===== src/cpuPkg.sv =====
package cpuPkg;

	// ----------------------------------------------------------
	// Phase and opcode encodings.
	// ----------------------------------------------------------

	typedef enum logic [4:0] {
		STOPPED = 5'b00001,
		FETCH   = 5'b00010,
		DECODE  = 5'b00100,
		EXECUTE = 5'b01000,
		COMMIT  = 5'b10000
	} phaseT;

	// Codes 8 to 15 are no-operations.
	typedef enum logic [3:0] {
		ADD  = 4'h0,
		SUB  = 4'h1,
		AND  = 4'h2,
		XOR  = 4'h3,
		LDI  = 4'h4,
		ADDI = 4'h5,
		JMP  = 4'h6,
		HALT = 4'h7
	} opcodeT;

	typedef logic [8:0] pcT;

	// ----------------------------------------------------------
	// Instruction word.
	// ----------------------------------------------------------

	typedef struct packed {
		opcodeT     opcode;
		logic [2:0] rd;
		logic [2:0] rs;
		logic [2:0] rt;
		logic [2:0] pad;
	} regFormT;

	typedef struct packed {
		opcodeT     opcode;
		logic [2:0] rd;
		logic [8:0] imm;
	} immFormT;

	// Same 16 bits, two views.
	typedef union packed {
		regFormT r;
		immFormT i;
	} instrT;

	// ----------------------------------------------------------
	// Stage results.
	// ----------------------------------------------------------

	typedef struct packed {
		opcodeT     op;
		logic [2:0] rd;
		logic [7:0] a;
		logic [7:0] b;
		logic [8:0] imm;
		pcT         pc;
		logic       writesReg;
		logic       isJump;
		logic       isHalt;
	} decodedT;

	typedef struct packed {
		opcodeT     op;
		logic [2:0] rd;
		logic [7:0] result;
		pcT         nextPc;
		logic       writesReg;
		logic       isHalt;
		pcT         pc;
	} execT;

	typedef struct packed {
		pcT         pc;
		logic [2:0] rd;
		logic [7:0] data;
		logic       writesReg;
	} commitT;

endpackage


===== src/phaseSequencer.sv =====
`timescale 1ns/1ps

module phaseSequencer (
	input  logic          CLK,
	input  logic          arstN,
	input  logic          debugStop,
	input  logic          debugStepReq,
	input  logic          haltReq,
	output cpuPkg::phaseT phase,
	output logic          debugStepAck,
	output logic          debugActive
);
	import cpuPkg::*;

	phaseT phaseNext;
	logic  stepping;
	logic  stepReqDly;
	logic  stepEdge;
	logic  halted;

	assign stepEdge = debugStepReq && !stepReqDly;

	// Debug and halt only act at instruction boundaries.
	always_comb begin
		phaseNext = phase;
		case (phase)
			STOPPED: begin
				if (!halted && (!debugStop || stepEdge))
					phaseNext = FETCH;
			end
			FETCH:   phaseNext = DECODE;
			DECODE:  phaseNext = EXECUTE;
			EXECUTE: phaseNext = COMMIT;
			COMMIT: begin
				if (haltReq || debugStop || stepping)
					phaseNext = STOPPED;
				else
					phaseNext = FETCH;
			end
			default: phaseNext = STOPPED;
		endcase
	end

	always_ff @(posedge CLK or negedge arstN) begin
		if (!arstN) begin
			phase        <= STOPPED;
			stepping     <= 1'b0;
			stepReqDly   <= 1'b0;
			halted       <= 1'b0;
			debugStepAck <= 1'b0;
		end else begin
			phase      <= phaseNext;
			stepReqDly <= debugStepReq;

			// Leaving STOPPED with debugStop high can only be a step.
			if (phase == STOPPED && phaseNext == FETCH)
				stepping <= debugStop;
			else if (phase == COMMIT)
				stepping <= 1'b0;

			if (phase == COMMIT && haltReq)
				halted <= 1'b1;

			if (phase == COMMIT && stepping)
				debugStepAck <= 1'b1;
			else if (!debugStepReq || phaseNext != STOPPED)
				debugStepAck <= 1'b0;
		end
	end

	assign debugActive = (phase == STOPPED) && debugStop && !halted;

	phaseOneHot: assert property (@(posedge CLK) disable iff (!arstN) $onehot(phase));

	ackWhileStopped: assert property (@(posedge CLK) disable iff (!arstN)
		debugStepAck |-> phase == STOPPED);

endmodule


===== src/fetchStage.sv =====
`timescale 1ns/1ps

module fetchStage #(
	parameter int pmemAddrWidth = 6
) (
	input  logic                     CLK,
	input  logic                     arstN,
	input  cpuPkg::phaseT            phase,
	input  logic                     progWe,
	input  logic [pmemAddrWidth-1:0] progAddr,
	input  cpuPkg::instrT            progData,
	input  logic                     pcLoad,
	input  cpuPkg::pcT               nextPc,
	output cpuPkg::instrT            instr,
	output cpuPkg::pcT               pc
);
	import cpuPkg::*;

	localparam int pmemDepth = 1 << pmemAddrWidth;
	localparam pcT pcMask    = pcT'(pmemDepth - 1);

	instrT pmem [pmemDepth];

	// Program load and instruction read.
	always_ff @(posedge CLK) begin
		if (progWe && phase == STOPPED)
			pmem[progAddr] <= progData;
		if (phase == FETCH)
			instr <= pmem[pc[pmemAddrWidth-1:0]];
	end

	// PC wraps to the memory depth.
	always_ff @(posedge CLK or negedge arstN) begin
		if (!arstN)
			pc <= '0;
		else if (phase == COMMIT && pcLoad)
			pc <= nextPc & pcMask;
	end

	loadWhileStopped: assert property (@(posedge CLK) disable iff (!arstN)
		progWe |-> phase == STOPPED);

endmodule


===== src/decodeStage.sv =====
`timescale 1ns/1ps

module decodeStage (
	input  logic             CLK,
	input  logic             arstN,
	input  cpuPkg::phaseT    phase,
	input  cpuPkg::instrT    instr,
	input  cpuPkg::pcT       pc,
	input  logic             wrEn,
	input  logic [2:0]       wrReg,
	input  logic [7:0]       wrData,
	output cpuPkg::decodedT  dec
);
	import cpuPkg::*;

	logic [7:0] regs [8];
	decodedT    decNext;

	always_ff @(posedge CLK) begin
		if (wrEn)
			regs[wrReg] <= wrData;
	end

	// The opcode sits in the same bits in both forms.
	always_comb begin
		decNext    = '0;
		decNext.op = instr.r.opcode;
		decNext.pc = pc;
		case (instr.r.opcode)
			ADD, SUB, AND, XOR: begin
				decNext.rd        = instr.r.rd;
				decNext.a         = regs[instr.r.rs];
				decNext.b         = regs[instr.r.rt];
				decNext.writesReg = 1'b1;
			end
			LDI, ADDI, JMP: begin
				decNext.rd        = instr.i.rd;
				decNext.a         = regs[instr.i.rd];
				decNext.imm       = instr.i.imm;
				decNext.writesReg = instr.i.opcode != JMP;
				decNext.isJump    = instr.i.opcode == JMP;
			end
			HALT: decNext.isHalt = 1'b1;
			// Everything else passes as a no-operation.
			default: decNext.writesReg = 1'b0;
		endcase
	end

	always_ff @(posedge CLK or negedge arstN) begin
		if (!arstN)
			dec <= '0;
		else if (phase == DECODE)
			dec <= decNext;
	end

endmodule


===== src/executeStage.sv =====
`timescale 1ns/1ps

module executeStage (
	input  logic            CLK,
	input  logic            arstN,
	input  cpuPkg::phaseT   phase,
	input  cpuPkg::decodedT dec,
	output cpuPkg::execT    ex
);
	import cpuPkg::*;

	logic [7:0] result;
	pcT         nextPc;

	// ----------------------------------------------------------
	// ALU.
	// ----------------------------------------------------------

	always_comb begin
		case (dec.op)
			ADD:     result = dec.a + dec.b;
			SUB:     result = dec.a - dec.b;
			AND:     result = dec.a & dec.b;
			XOR:     result = dec.a ^ dec.b;
			LDI:     result = dec.imm[7:0];
			ADDI:    result = dec.a + dec.imm[7:0];
			default: result = 8'h00;
		endcase
	end

	// Wrapping happens when fetch loads the PC.
	assign nextPc = dec.isJump ? dec.imm : dec.pc + pcT'(1);

	always_ff @(posedge CLK or negedge arstN) begin
		if (!arstN) begin
			ex <= '0;
		end else if (phase == EXECUTE) begin
			ex.op        <= dec.op;
			ex.rd        <= dec.rd;
			ex.result    <= result;
			ex.nextPc    <= nextPc;
			ex.writesReg <= dec.writesReg;
			ex.isHalt    <= dec.isHalt;
			ex.pc        <= dec.pc;
		end
	end

endmodule


===== src/commitStage.sv =====
`timescale 1ns/1ps

module commitStage (
	input  logic           CLK,
	input  logic           arstN,
	input  cpuPkg::phaseT  phase,
	input  cpuPkg::execT   ex,
	output logic           wrEn,
	output logic [2:0]     wrReg,
	output logic [7:0]     wrData,
	output logic           pcLoad,
	output cpuPkg::pcT     nextPc,
	output logic           haltReq,
	output logic           commitValid,
	output cpuPkg::commitT commit
);
	import cpuPkg::*;

	logic inCommit;

	assign inCommit = phase == COMMIT;

	// Writeback and PC load land on the clock that ends COMMIT.
	assign wrEn    = inCommit && ex.writesReg;
	assign wrReg   = ex.rd;
	assign wrData  = ex.result;
	assign pcLoad  = inCommit && !ex.isHalt;
	assign nextPc  = ex.nextPc;
	assign haltReq = inCommit && ex.isHalt;

	always_ff @(posedge CLK or negedge arstN) begin
		if (!arstN)
			commitValid <= 1'b0;
		else
			commitValid <= inCommit && !ex.isHalt;
	end

	always_ff @(posedge CLK) begin
		if (inCommit) begin
			commit.pc        <= ex.pc;
			commit.rd        <= ex.rd;
			commit.data      <= ex.result;
			commit.writesReg <= ex.writesReg;
		end
	end

endmodule


===== src/cpuTop.sv =====
`timescale 1ns/1ps

module cpuTop #(
	parameter int pmemAddrWidth = 6
) (
	input  logic                     CLK,
	input  logic                     arstN,
	input  logic                     progWe,
	input  logic [pmemAddrWidth-1:0] progAddr,
	input  cpuPkg::instrT            progData,
	input  logic                     debugStop,
	input  logic                     debugStepReq,
	output logic                     debugStepAck,
	output logic                     debugActive,
	output logic                     commitValid,
	output cpuPkg::commitT           commit,
	output cpuPkg::phaseT            phase
);
	import cpuPkg::*;

	instrT      instr;
	pcT         pc;
	decodedT    dec;
	execT       ex;
	logic       wrEn;
	logic [2:0] wrReg;
	logic [7:0] wrData;
	logic       pcLoad;
	pcT         nextPc;
	logic       haltReq;

	phaseSequencer sequencer (
		.CLK(CLK), .arstN(arstN),
		.debugStop(debugStop), .debugStepReq(debugStepReq), .haltReq(haltReq),
		.phase(phase), .debugStepAck(debugStepAck), .debugActive(debugActive)
	);

	fetchStage #(.pmemAddrWidth(pmemAddrWidth)) fetch (
		.CLK(CLK), .arstN(arstN), .phase(phase),
		.progWe(progWe), .progAddr(progAddr), .progData(progData),
		.pcLoad(pcLoad), .nextPc(nextPc),
		.instr(instr), .pc(pc)
	);

	decodeStage decode (
		.CLK(CLK), .arstN(arstN), .phase(phase),
		.instr(instr), .pc(pc),
		.wrEn(wrEn), .wrReg(wrReg), .wrData(wrData),
		.dec(dec)
	);

	executeStage execute (
		.CLK(CLK), .arstN(arstN), .phase(phase),
		.dec(dec), .ex(ex)
	);

	// Closes the loop back to decode, fetch and the sequencer.
	commitStage commitUnit (
		.CLK(CLK), .arstN(arstN), .phase(phase), .ex(ex),
		.wrEn(wrEn), .wrReg(wrReg), .wrData(wrData),
		.pcLoad(pcLoad), .nextPc(nextPc), .haltReq(haltReq),
		.commitValid(commitValid), .commit(commit)
	);

endmodule


===== config.mk =====
export PLATFORM = sky130hd
export DESIGN_NAME = cpuTop
export DESIGN_NICKNAME = d
export VERILOG_FILES = /design/src/cpuPkg.sv /design/src/phaseSequencer.sv /design/src/fetchStage.sv /design/src/decodeStage.sv /design/src/executeStage.sv /design/src/commitStage.sv /design/src/cpuTop.sv
export SDC_FILE = /design/constraint.sdc
export NUM_CORES = 1
export LEC_CHECK = 0
export ABC_AREA = 1
export BUFFER_PORTS_ARGS = -buffer_cell sky130_fd_sc_hd__clkbuf_2
export CAP_MARGIN = 40
export CORE_ASPECT_RATIO = 0.8
export CORE_MARGIN = 2
export CORE_UTILIZATION = 60
export CTS_BUF_LIST = sky130_fd_sc_hd__clkbuf_16
export DETAILED_ROUTE_END_ITERATION = 16
export PLACE_DENSITY_LB_ADDON = 0.12
export SLEW_MARGIN = 20
export SYNTH_ARGS = -nofsm -noshare
export SYNTH_HDL_FRONTEND = slang
export SYNTH_HIERARCHICAL = 1
export SYNTH_SLANG_ARGS = --single-unit

===== constraint.sdc =====
create_clock -name CLK -period 3.4 [get_ports CLK]
set_input_delay 0.51 -clock CLK [delete_from_list [all_inputs] [get_ports CLK]]
set_output_delay 0.51 -clock CLK [all_outputs]
set_load 0.02 [all_outputs]

* After elaboration in Yosys (flattened, before gate mapping)
Memories as Yosys holds them, arrays and structs flattened. A register that Yosys moved wholly into a read port is not among the register bits. Index checks and enable logic that the tools add are counted.
Operators by class: reduce and logical (&&, ||, !) cells 27, bitwise logic cells 2, eq/ne operators 20, multiplexer cells 19, add/subtract/negate cells 4
Operators by type and width (number):
- $pmux 8 s6 | 1
- $pmux 5 s5 | 1
- $eq 4x3->1 const B | 6
- $pmux 11 s2 | 1
- $add 8x8->8 | 2
- $eq 4x2->1 const B | 4
- $mux 8 | 2
- $logic_and 1x1->1 | 12
- $eq 5x2->1 const B | 2
- $mux 1 | 10
- $and 8x8->8 | 1
- $eq 4x1->1 const B | 2
- $logic_not 4->1 | 2
- $sub 8x8->8 | 1
- $xor 8x8->8 | 1
- $add 6x1->6 const B | 1
- $mux 6 | 1
- $eq 5x1->1 const B | 1
- $eq 5x3->1 const B | 1
- $eq 5x4->1 const B | 1
- $eq 5x5->1 const B | 1
- $logic_not 1->1 | 5
- $mux 5 | 1
- $ne 5x1->1 const B | 1
- 7 further kinds | 11
Word-level totals: memory bits (writable) 1088, memories kept 2, output and inout port bits 29, word-level logic and storage cells 100, input port bits 27, flip-flop bits (word level) 99
Memories:
- fetch.pmem | depth 64, width 16, read ports 1, clocked after memory_dff 1, write ports 1, line fetchStage.sv:22 | instrT pmem [pmemDepth];
- decode.regs | depth 8, width 8, read ports 3, clocked after memory_dff 0, write ports 1, line decodeStage.sv:16 | logic [7:0] regs [8];

* Depth between registers and ports, before layout
Gate-level depths: netlist of the first run.
depth after elaboration 10, depth in mapped cells 19, mapped depth without buffers 19

* By module
The synthesis of the first run kept the hierarchy.
Modules (own cells, without submodules):
- fetchStage | seq. area each 31380.1 um^2, area an instance 42538.3 um^2, instances 1, cells each 3551
- decodeStage | seq. area each 3022.9 um^2, area an instance 5723.0 um^2, instances 1, cells each 717
- executeStage | seq. area each 875.8 um^2, area an instance 2542.4 um^2, instances 1, cells each 340
- commitStage | seq. area each 655.6 um^2, area an instance 845.8 um^2, instances 1, cells each 51
- phaseSequencer | seq. area each 226.5 um^2, area an instance 455.4 um^2, instances 1, cells each 58

* Least setup slack after synthesis of the first run
No wires, ideal clock.
path type register -> register, from reg sequencer.phase[3], to mem fetch/pmem[12][0] (netlist name) (enable), setup slack 0.886 ns, library setup time 0.388 ns, required time 3.012 ns, cell stages (with the launch flop) 7, buffers on the path 0, arrival 2.125 ns, period minus slack after synthesis 2.514 ns, path through dfrtp_1 or2_0 nor3b_1 nand3_1 nor2_2 nand2_1 nor2_1
On the way: word-level cells in the longest chain between the ends 4
RTL lines:
- from (decl) | line phaseSequencer.sv:9 | output cpuPkg::phaseT phase,
- from (signal assigned) | line phaseSequencer.sv:52 | phase <= phaseNext;
- $eq 5x1->1 | line fetchStage.sv:26 | if (progWe && phase == STOPPED)
- $logic_and 1x1->1 | line fetchStage.sv:26
- $mux 1 | line fetchStage.sv:26
- $mux 1 (implied by the code) | line fetchStage.sv:27 | pmem[progAddr] <= progData;
- to (decl) | line fetchStage.sv:22
Every way passes these cells.

* Final worst setup path of the first run
from reg sequencer.phase[3], to mem fetch/pmem[43][6] (netlist name) (enable)
Same word-level chain as after synthesis.

==> results of run 1 <==
-- per-stage QoR --
| step | total power [W] | instances | hold WS (ns) | util [%] |
|---|---|---|---|---|
| floorplan | 0.01916 | 4681 | 0.2144 | - |
| global placement | 0.02006 | 5727 | 0.4354 | 61.97 |
| detailed placement | 0.02012 | 5734 | 0.4412 | 62.16 |
| CTS | 0.03227 | 5942 | 0.08244 | 66.37 |
| global route | 0.03324 | 5950 | 0.07997 | 66.49 |
| finish | 0.03225 | 5950 | 0.1117 | 66.49 |
-- flip-flops by register name (all words and copies together) (netlist names) --
| signal | cells |
|---|---|
| commitUnit/commit | 21 |
| commitUnit/commitValid | 1 |
| decode/dec | 43 |
| decode/regs | 64 |
| execute/ex | 28 |
| fetch/instr | 16 |
| fetch/pc | 6 |
| fetch/pmem | 1024 |
| sequencer/debugStepAck | 1 |
| sequencer/halted | 1 |
| sequencer/phase | 5 |
| sequencer/stepReqDly | 1 |
| sequencer/stepping | 1 |
-- final timing paths --
| check | slack, ns | depth (start not counted) | endpoint | start |
|---|---|---|---|---|
| worst min register to register | 0.45 | 0 | commitUnit/commit[19] | execute/ex[7] |
| min in group asynchronous | 0.19 | 2 | decode/dec[30] | arstN |
| worst max register to register | 0.52 | 8 | fetch/pmem[43][6] | sequencer/phase[3] |
| worst min-delay path | 0.11 | 1 | fetch/pmem[3][9] | progData[9] |
| max in group asynchronous | 2.37 | 4 | sequencer/phase[0] | arstN |
| worst max-delay path | 0.52 | 8 | fetch/pmem[43][6] | sequencer/phase[3] |
-- routing by layer --
metal	vias up	GRT usage, %	part of all wire, %
li1	16250	-	-
met1	16990	47.00	41
met2	2079	45.62	44
met3	281	5.587	11
met4	0	10.28	3.3
met5	-	0	0
-- worst max-delay path, stage by stage (launching register included) --
cell	delay, ns
dfrtp_1	0.45
or2_0	0.28
nor3b_1	0.20
nand3_1	0.25
nor2_2	0.27
nand3_2	0.39
buf_4	0.29
nor2_1	0.12
buf_4	0.28
-- power by group --
| part | switching (W) | internal [W] | total (W) |
|---|---|---|---|
| logic | 0.00183 | 0.000794 | 0.00263 |
| registers | 0.000514 | 0.0168 | 0.0173 |
| clock network | 0.00535 | 0.00697 | 0.0123 |
| total | 0.00770 | 0.0245 | 0.0322 |
-- cell usage in the layout, fill, tap and decap left out, types with 3 or more instances in the layout --
cell and n:
nand4_1 3, dfrtp_4 3, clkbuf_2 54, o211ai_1 3, bufinv_16 10, nor2_1 119, buf_4 134, edfxtp_1 1125
nor3b_1 3, dfrtp_1 82, inv_1 135, nand2_2 8, nor2_2 10, clkbuf_16 118, a21oi_2 7, a21oi_1 44
nand3_2 9, inv_4 4, buf_16 4, conb_1 3, nand3_1 993, diode_2 3, o31ai_1 6, o21ai_0 47
inv_2 14, nand2_1 1710, o21ai_1 23, or2_2 3, clkinv_2 14, buf_12 31, ha_1 17, clkinv_1 36
-- final cells by class --
cell class	count	area, um2
antenna	3	7.507
clock buffer	118	2953
clock inverter	88	636.9
fill	6378	28700
inverter	133	534.3
multi-input combinational	3043	13390
sequential	1212	35970
tap	1127	1410
timing repair buffer	226	2042
==> results_dict.tcl, run 1 <==
set metrics [dict create \
    grt_max_degree 155 \
    grt_pass1_wl_mm 204.1 \
    skew_ns 0.03071 \
    vias_per_cell 5.983 \
    clock.fmax_ghz 0.3467 \
    ios 56 \
    place_ws_ns 0.5776 \
    start_util_pct 60.42 \
    htreeDepth 3 \
    period_share_pct 84.84 \
    cp_data_required_time_ns 3.76 \
    worst_slew_pin_slew_ns 0.9431 \
    drt_iter0_markers 5155 \
    wl_per_cell_um 23.22 \
    vias 35600 \
    hold_viol 0 \
    cts_resized 0 \
    hold_buffers 2 \
    drv_cap 0 \
    nets 4775 \
    p_leak_nw 21.62 \
    critPathLaunchType "flip-flop" \
    worst_setup_path_end_kind "flip-flop" \
    vdd_drop_max_mv 0.4962 \
    maxSlewHeadroom_pct 37.12 \
    ant_nets 0 \
    arrival_ns 3.25 \
    gp_congestion 0.9363 \
    num_rows 96 \
    slew_viol_final 0 \
    path_clk_slew_ns 0.07 \
    portBuffers 55 \
    die_h_um 266.7 \
    hpwlAfterDp_mm 85.03 \
    drive_gt1_share_pct 9.295 \
    powerDensity_nw_per_um2 566.3 \
    status "finished clean" \
    synth_area_um2 51740 \
    crit_type "flip-flop to flip-flop" \
    fin_crit_ns 2.885 \
    grt_pass1_vias 32910 \
    placed_area_um2 53230 \
    hold_path.class "input port to flip-flop" \
    avgSynthCellArea_um2 11.06 \
    clockBufferDepth 3 \
    post_cts_buffers 0 \
    tritoncts "done" \
    track_usage_pct 30.96 \
    cts_sinks 1212 \
    overflow 0 \
    fin_area_um2 56940 \
    root_buffer "clkbuf_16" \
    path_max_fanout 16 \
    cts_made_buffers 114 \
    syn_inst 4679 \
    antenna_found_initial 3 \
    drc 0 \
    yosys_warnings 6 \
    final.setup.tns_ns 0 \
    chipWidth_um 332.3 \
    synthToLayoutAreaGrowth_pct 10.05 \
    coreArea_um2 85640 \
    rsz0062_at_grt "false" \
    clk_latency_ns 0.70 \
    worst_slack_ns 0.5154 \
    finalSetupViolCount 0 \
    drt_wl_total_mm 138.2 \
    firstDrtPassIters 6 \
    dieArea_um2 88620 \
]
Note: power is estimated with default switching activity, not from simulation.
==> inputs of run 2 (changes only) <==
--- a/config.mk
+++ b/config.mk
@@ -5,12 +5,12 @@
 export SDC_FILE = /design/constraint.sdc
 export NUM_CORES = 1
 export LEC_CHECK = 0
-export ABC_AREA = 1
+export ABC_AREA = 0
 export BUFFER_PORTS_ARGS = -buffer_cell sky130_fd_sc_hd__clkbuf_2
 export CAP_MARGIN = 40
 export CORE_ASPECT_RATIO = 0.8
 export CORE_MARGIN = 2
-export CORE_UTILIZATION = 60
+export CORE_UTILIZATION = 57
 export CTS_BUF_LIST = sky130_fd_sc_hd__clkbuf_16
 export DETAILED_ROUTE_END_ITERATION = 16
 export PLACE_DENSITY_LB_ADDON = 0.12
==> constraint.sdc (replaced) <==
create_clock -name CLK -period 2.6 [get_ports CLK]
set_input_delay 0.39 -clock CLK [delete_from_list [all_inputs] [get_ports CLK]]
set_output_delay 0.39 -clock CLK [all_outputs]
set_load 0.02 [all_outputs]
==> results_dict.tcl, run 2 <==
set metrics [dict create \
    portBuffers 55 \
    overflow 0 \
    worst_setup_path_end_kind "flip-flop" \
    num_rows 95 \
    grt_pass1_wl_mm 170.7 \
    fill_cells 5298 \
    clockBufferDepth 3 \
    hpwlAfterDp_mm 74.11 \
    htreeDepth 3 \
    cp_slowest_stage_delay_ns 0.47 \
    reg.largest.list "fetch/pmem (1024), decode/regs (64), decode/dec (43)" \
    rsz0062_at_grt "true" \
    die_h_um 264.8 \
    path_max_fanout 4 \
    hold_viol 0 \
    critPathLaunchType "flip-flop" \
    antenna_found_initial 5 \
    p_int_w 0.03288 \
    synthToLayoutAreaGrowth_pct 17.05 \
    clockPowerShare_pct 38.5 \
    drive_gt1_share_pct 32.16 \
    wl_per_cell_um 29.54 \
    firstDrtPassIters 6 \
    regMostFlops "fetch/pmem" \
    p_leak_nw 18.72 \
    path_clk_slew_ns 0.06 \
    synth_area_um2 48450 \
    final_cell_mix "1,125 x edfxtp_1, 313 x mux4_2, 197 x buf_4, 180 x nand2_1, 118 x clkbuf_16" \
    multi_input_area_um2 11840 \
    fin_crit_ns 2.590 \
    crit_slowest_cell "or4_1" \
    use_met2_pct 41.54 \
    cp_cell_sequence "inv_1 > ha_1 > nor3b_2 > buf_4 > a211oi_1 > a31oi_1 > o21ai_0 > ha_1 > inv_1 > or4_1 > mux2i_1 > o21ai_0 > nand2_1" \
    clk_latency_ns 0.71 \
    ant_nets 0 \
    drv_cap 0 \
    cp_data_required_time_ns 3.22 \
    finalSetupViolCount 0 \
    vias_per_cell 6.381 \
    grt_pass1_vias 25450 \
    gp_congestion 0.8625 \
    avgSynthCellArea_um2 20.00 \
    worst_slew_pin_slew_ns 0.9802 \
    hold_ws_ns 0.1389 \
    crit_type "flip-flop to flip-flop" \
    coreArea_um2 84040 \
    swShare_pct 23.10 \
    drc 0 \
    vdd_drop_max_mv 0.6956 \
    syn_inst 2423 \
    placed_area_um2 52550 \
    yosys_warnings 6 \
    root_buffer "clkbuf_16" \
    vias 25220 \
    ios 56 \
    track_usage_pct 27.17 \
    final_common_cell "edfxtp_1" \
    cts_made_buffers 114 \
    period_share_pct 99.61 \
    slew_viol_final 0 \
    start_util_pct 57.66 \
    fin_area_um2 56710 \
    clock.fmax_ghz 0.3861 \
    p_switching_w 0.009877 \
    status "finished clean" \
    chipWidth_um 330.0 \
    largest_reg_flops 1024 \
    maxSlewHeadroom_pct 34.15 \
    skew_ns 0.04430 \
    nets 2785 \
    final.setup.tns_ns 0 \
    use_met1_pct 39.50 \
    dieArea_um2 87370 \
    grt_use_met3_pct 6.967 \
    top_usage_layer "met2" \
    drt_wl_total_mm 116.8 \
    cts_sinks 1212 \
    hold_path.class "input port to flip-flop" \
    grt_max_degree 65 \
    powerDensity_nw_per_um2 753.9 \
    arrival_ns 3.21 \
    power_frac_comb_pct 8.5 \
    regArea_um2 35980 \
    drt_iter0_markers 3081 \
    tritoncts "done" \
    pwr-share-seq_pct 53.0 \
]
run 2: cell count changes in the layout (fill, tap and decap cells not counted), moves of 24 or more:
| cell | change |
|---|---|
| a21oi_1 | -27 |
| buf_12 | +54 |
| buf_4 | +63 |
| inv_1 | -105 |
| mux2i_1 | +73 |
| mux4_2 | +313 |
| nand2_1 | -1530 |
| nand3_1 | -975 |
| nor2_1 | -34 |
| o21ai_0 | -24 |
| o22ai_1 | +39 |
run 2: worst paths after layout:
kind                                      from                     to  slack, ns  depth (start not counted)
worst max register to register  decode/dec[21]         execute/ex[26]       0.01                         13
max in group asynchronous                arstN         decode/dec[29]       1.65                          3
worst max-delay path            decode/dec[21]         execute/ex[26]       0.01                         13
worst min-delay path               progData[9]      fetch/pmem[15][9]       0.14                          1
min in group asynchronous                arstN         decode/dec[11]       0.25                          2
worst min register to register   execute/ex[8]  commitUnit/commit[20]       0.45                          0
run 2: power by group through the flow:
stage	clock network [W]	logic [W]	registers, W
3_5_place_dp	0	0.00329	0.0230
6_report	0.0165	0.00364	0.0227
3_3_place_gp	0	0.00321	0.0230
2_1_floorplan	0	0.00211	0.0227
4_1_cts	0.0167	0.00342	0.0226
5_1_grt	0.0174	0.00393	0.0227
run 2: worst max-delay path: cells and delay by family, from the launching register on:
| kind | cells | cell delay [ns] |
|---|---|---|
| buffers and inverters | 3 | 0.30 |
| multiplexers | 1 | 0.14 |
| AO/OA/AOI/OAI | 4 | 0.55 |
| adder cells (fa/ha/maj) | 2 | 0.43 |
| AND/OR/NAND/NOR | 3 | 0.70 |
| flip-flops | 1 | 0.38 |
run 2: layout make-up:
class | count | share of cell area (%)
inverters | 13 | 0.08604
multi-input cells | 1046 | 20.87
clock buffers | 116 | 5.118
well taps | 1115 | 2.460
clock inverters | 96 | 1.434
diodes | 2 | 0.008825
repair buffers | 353 | 6.581
flip-flops and latches | 1212 | 63.44
run 2: through the flow:
step	setup WS, ns	util [%]	total power [W]	std cells
2_1_floorplan	-0.1830	-	0.02478	2425
3_3_place_gp	-0.08794	62.44	0.02621	3715
3_5_place_dp	-0.09864	62.53	0.02632	3718
4_1_cts	-0.05240	67.10	0.04274	3940
5_1_grt	-0.1610	67.48	0.04403	3951
6_report	0.01007	67.49	0.04276	3953
run 2: repair_timing:
action | in CTS | in global routing
hold endpoints to repair | 37 | 1
pin swaps | 4 | 16
buffers inserted | 8 | 5
cloned | 0 | 3
setup endpoints to repair | 6 | 197
hold buffers | 3 | 1
gates resized for setup | 14 | 44
run 2: per-layer routing:
layer	wire length, um	up-vias
li1	-	10620
met1	48000	13250
met2	54790	1159
met3	10830	187
met4	2885	6
met5	262	-
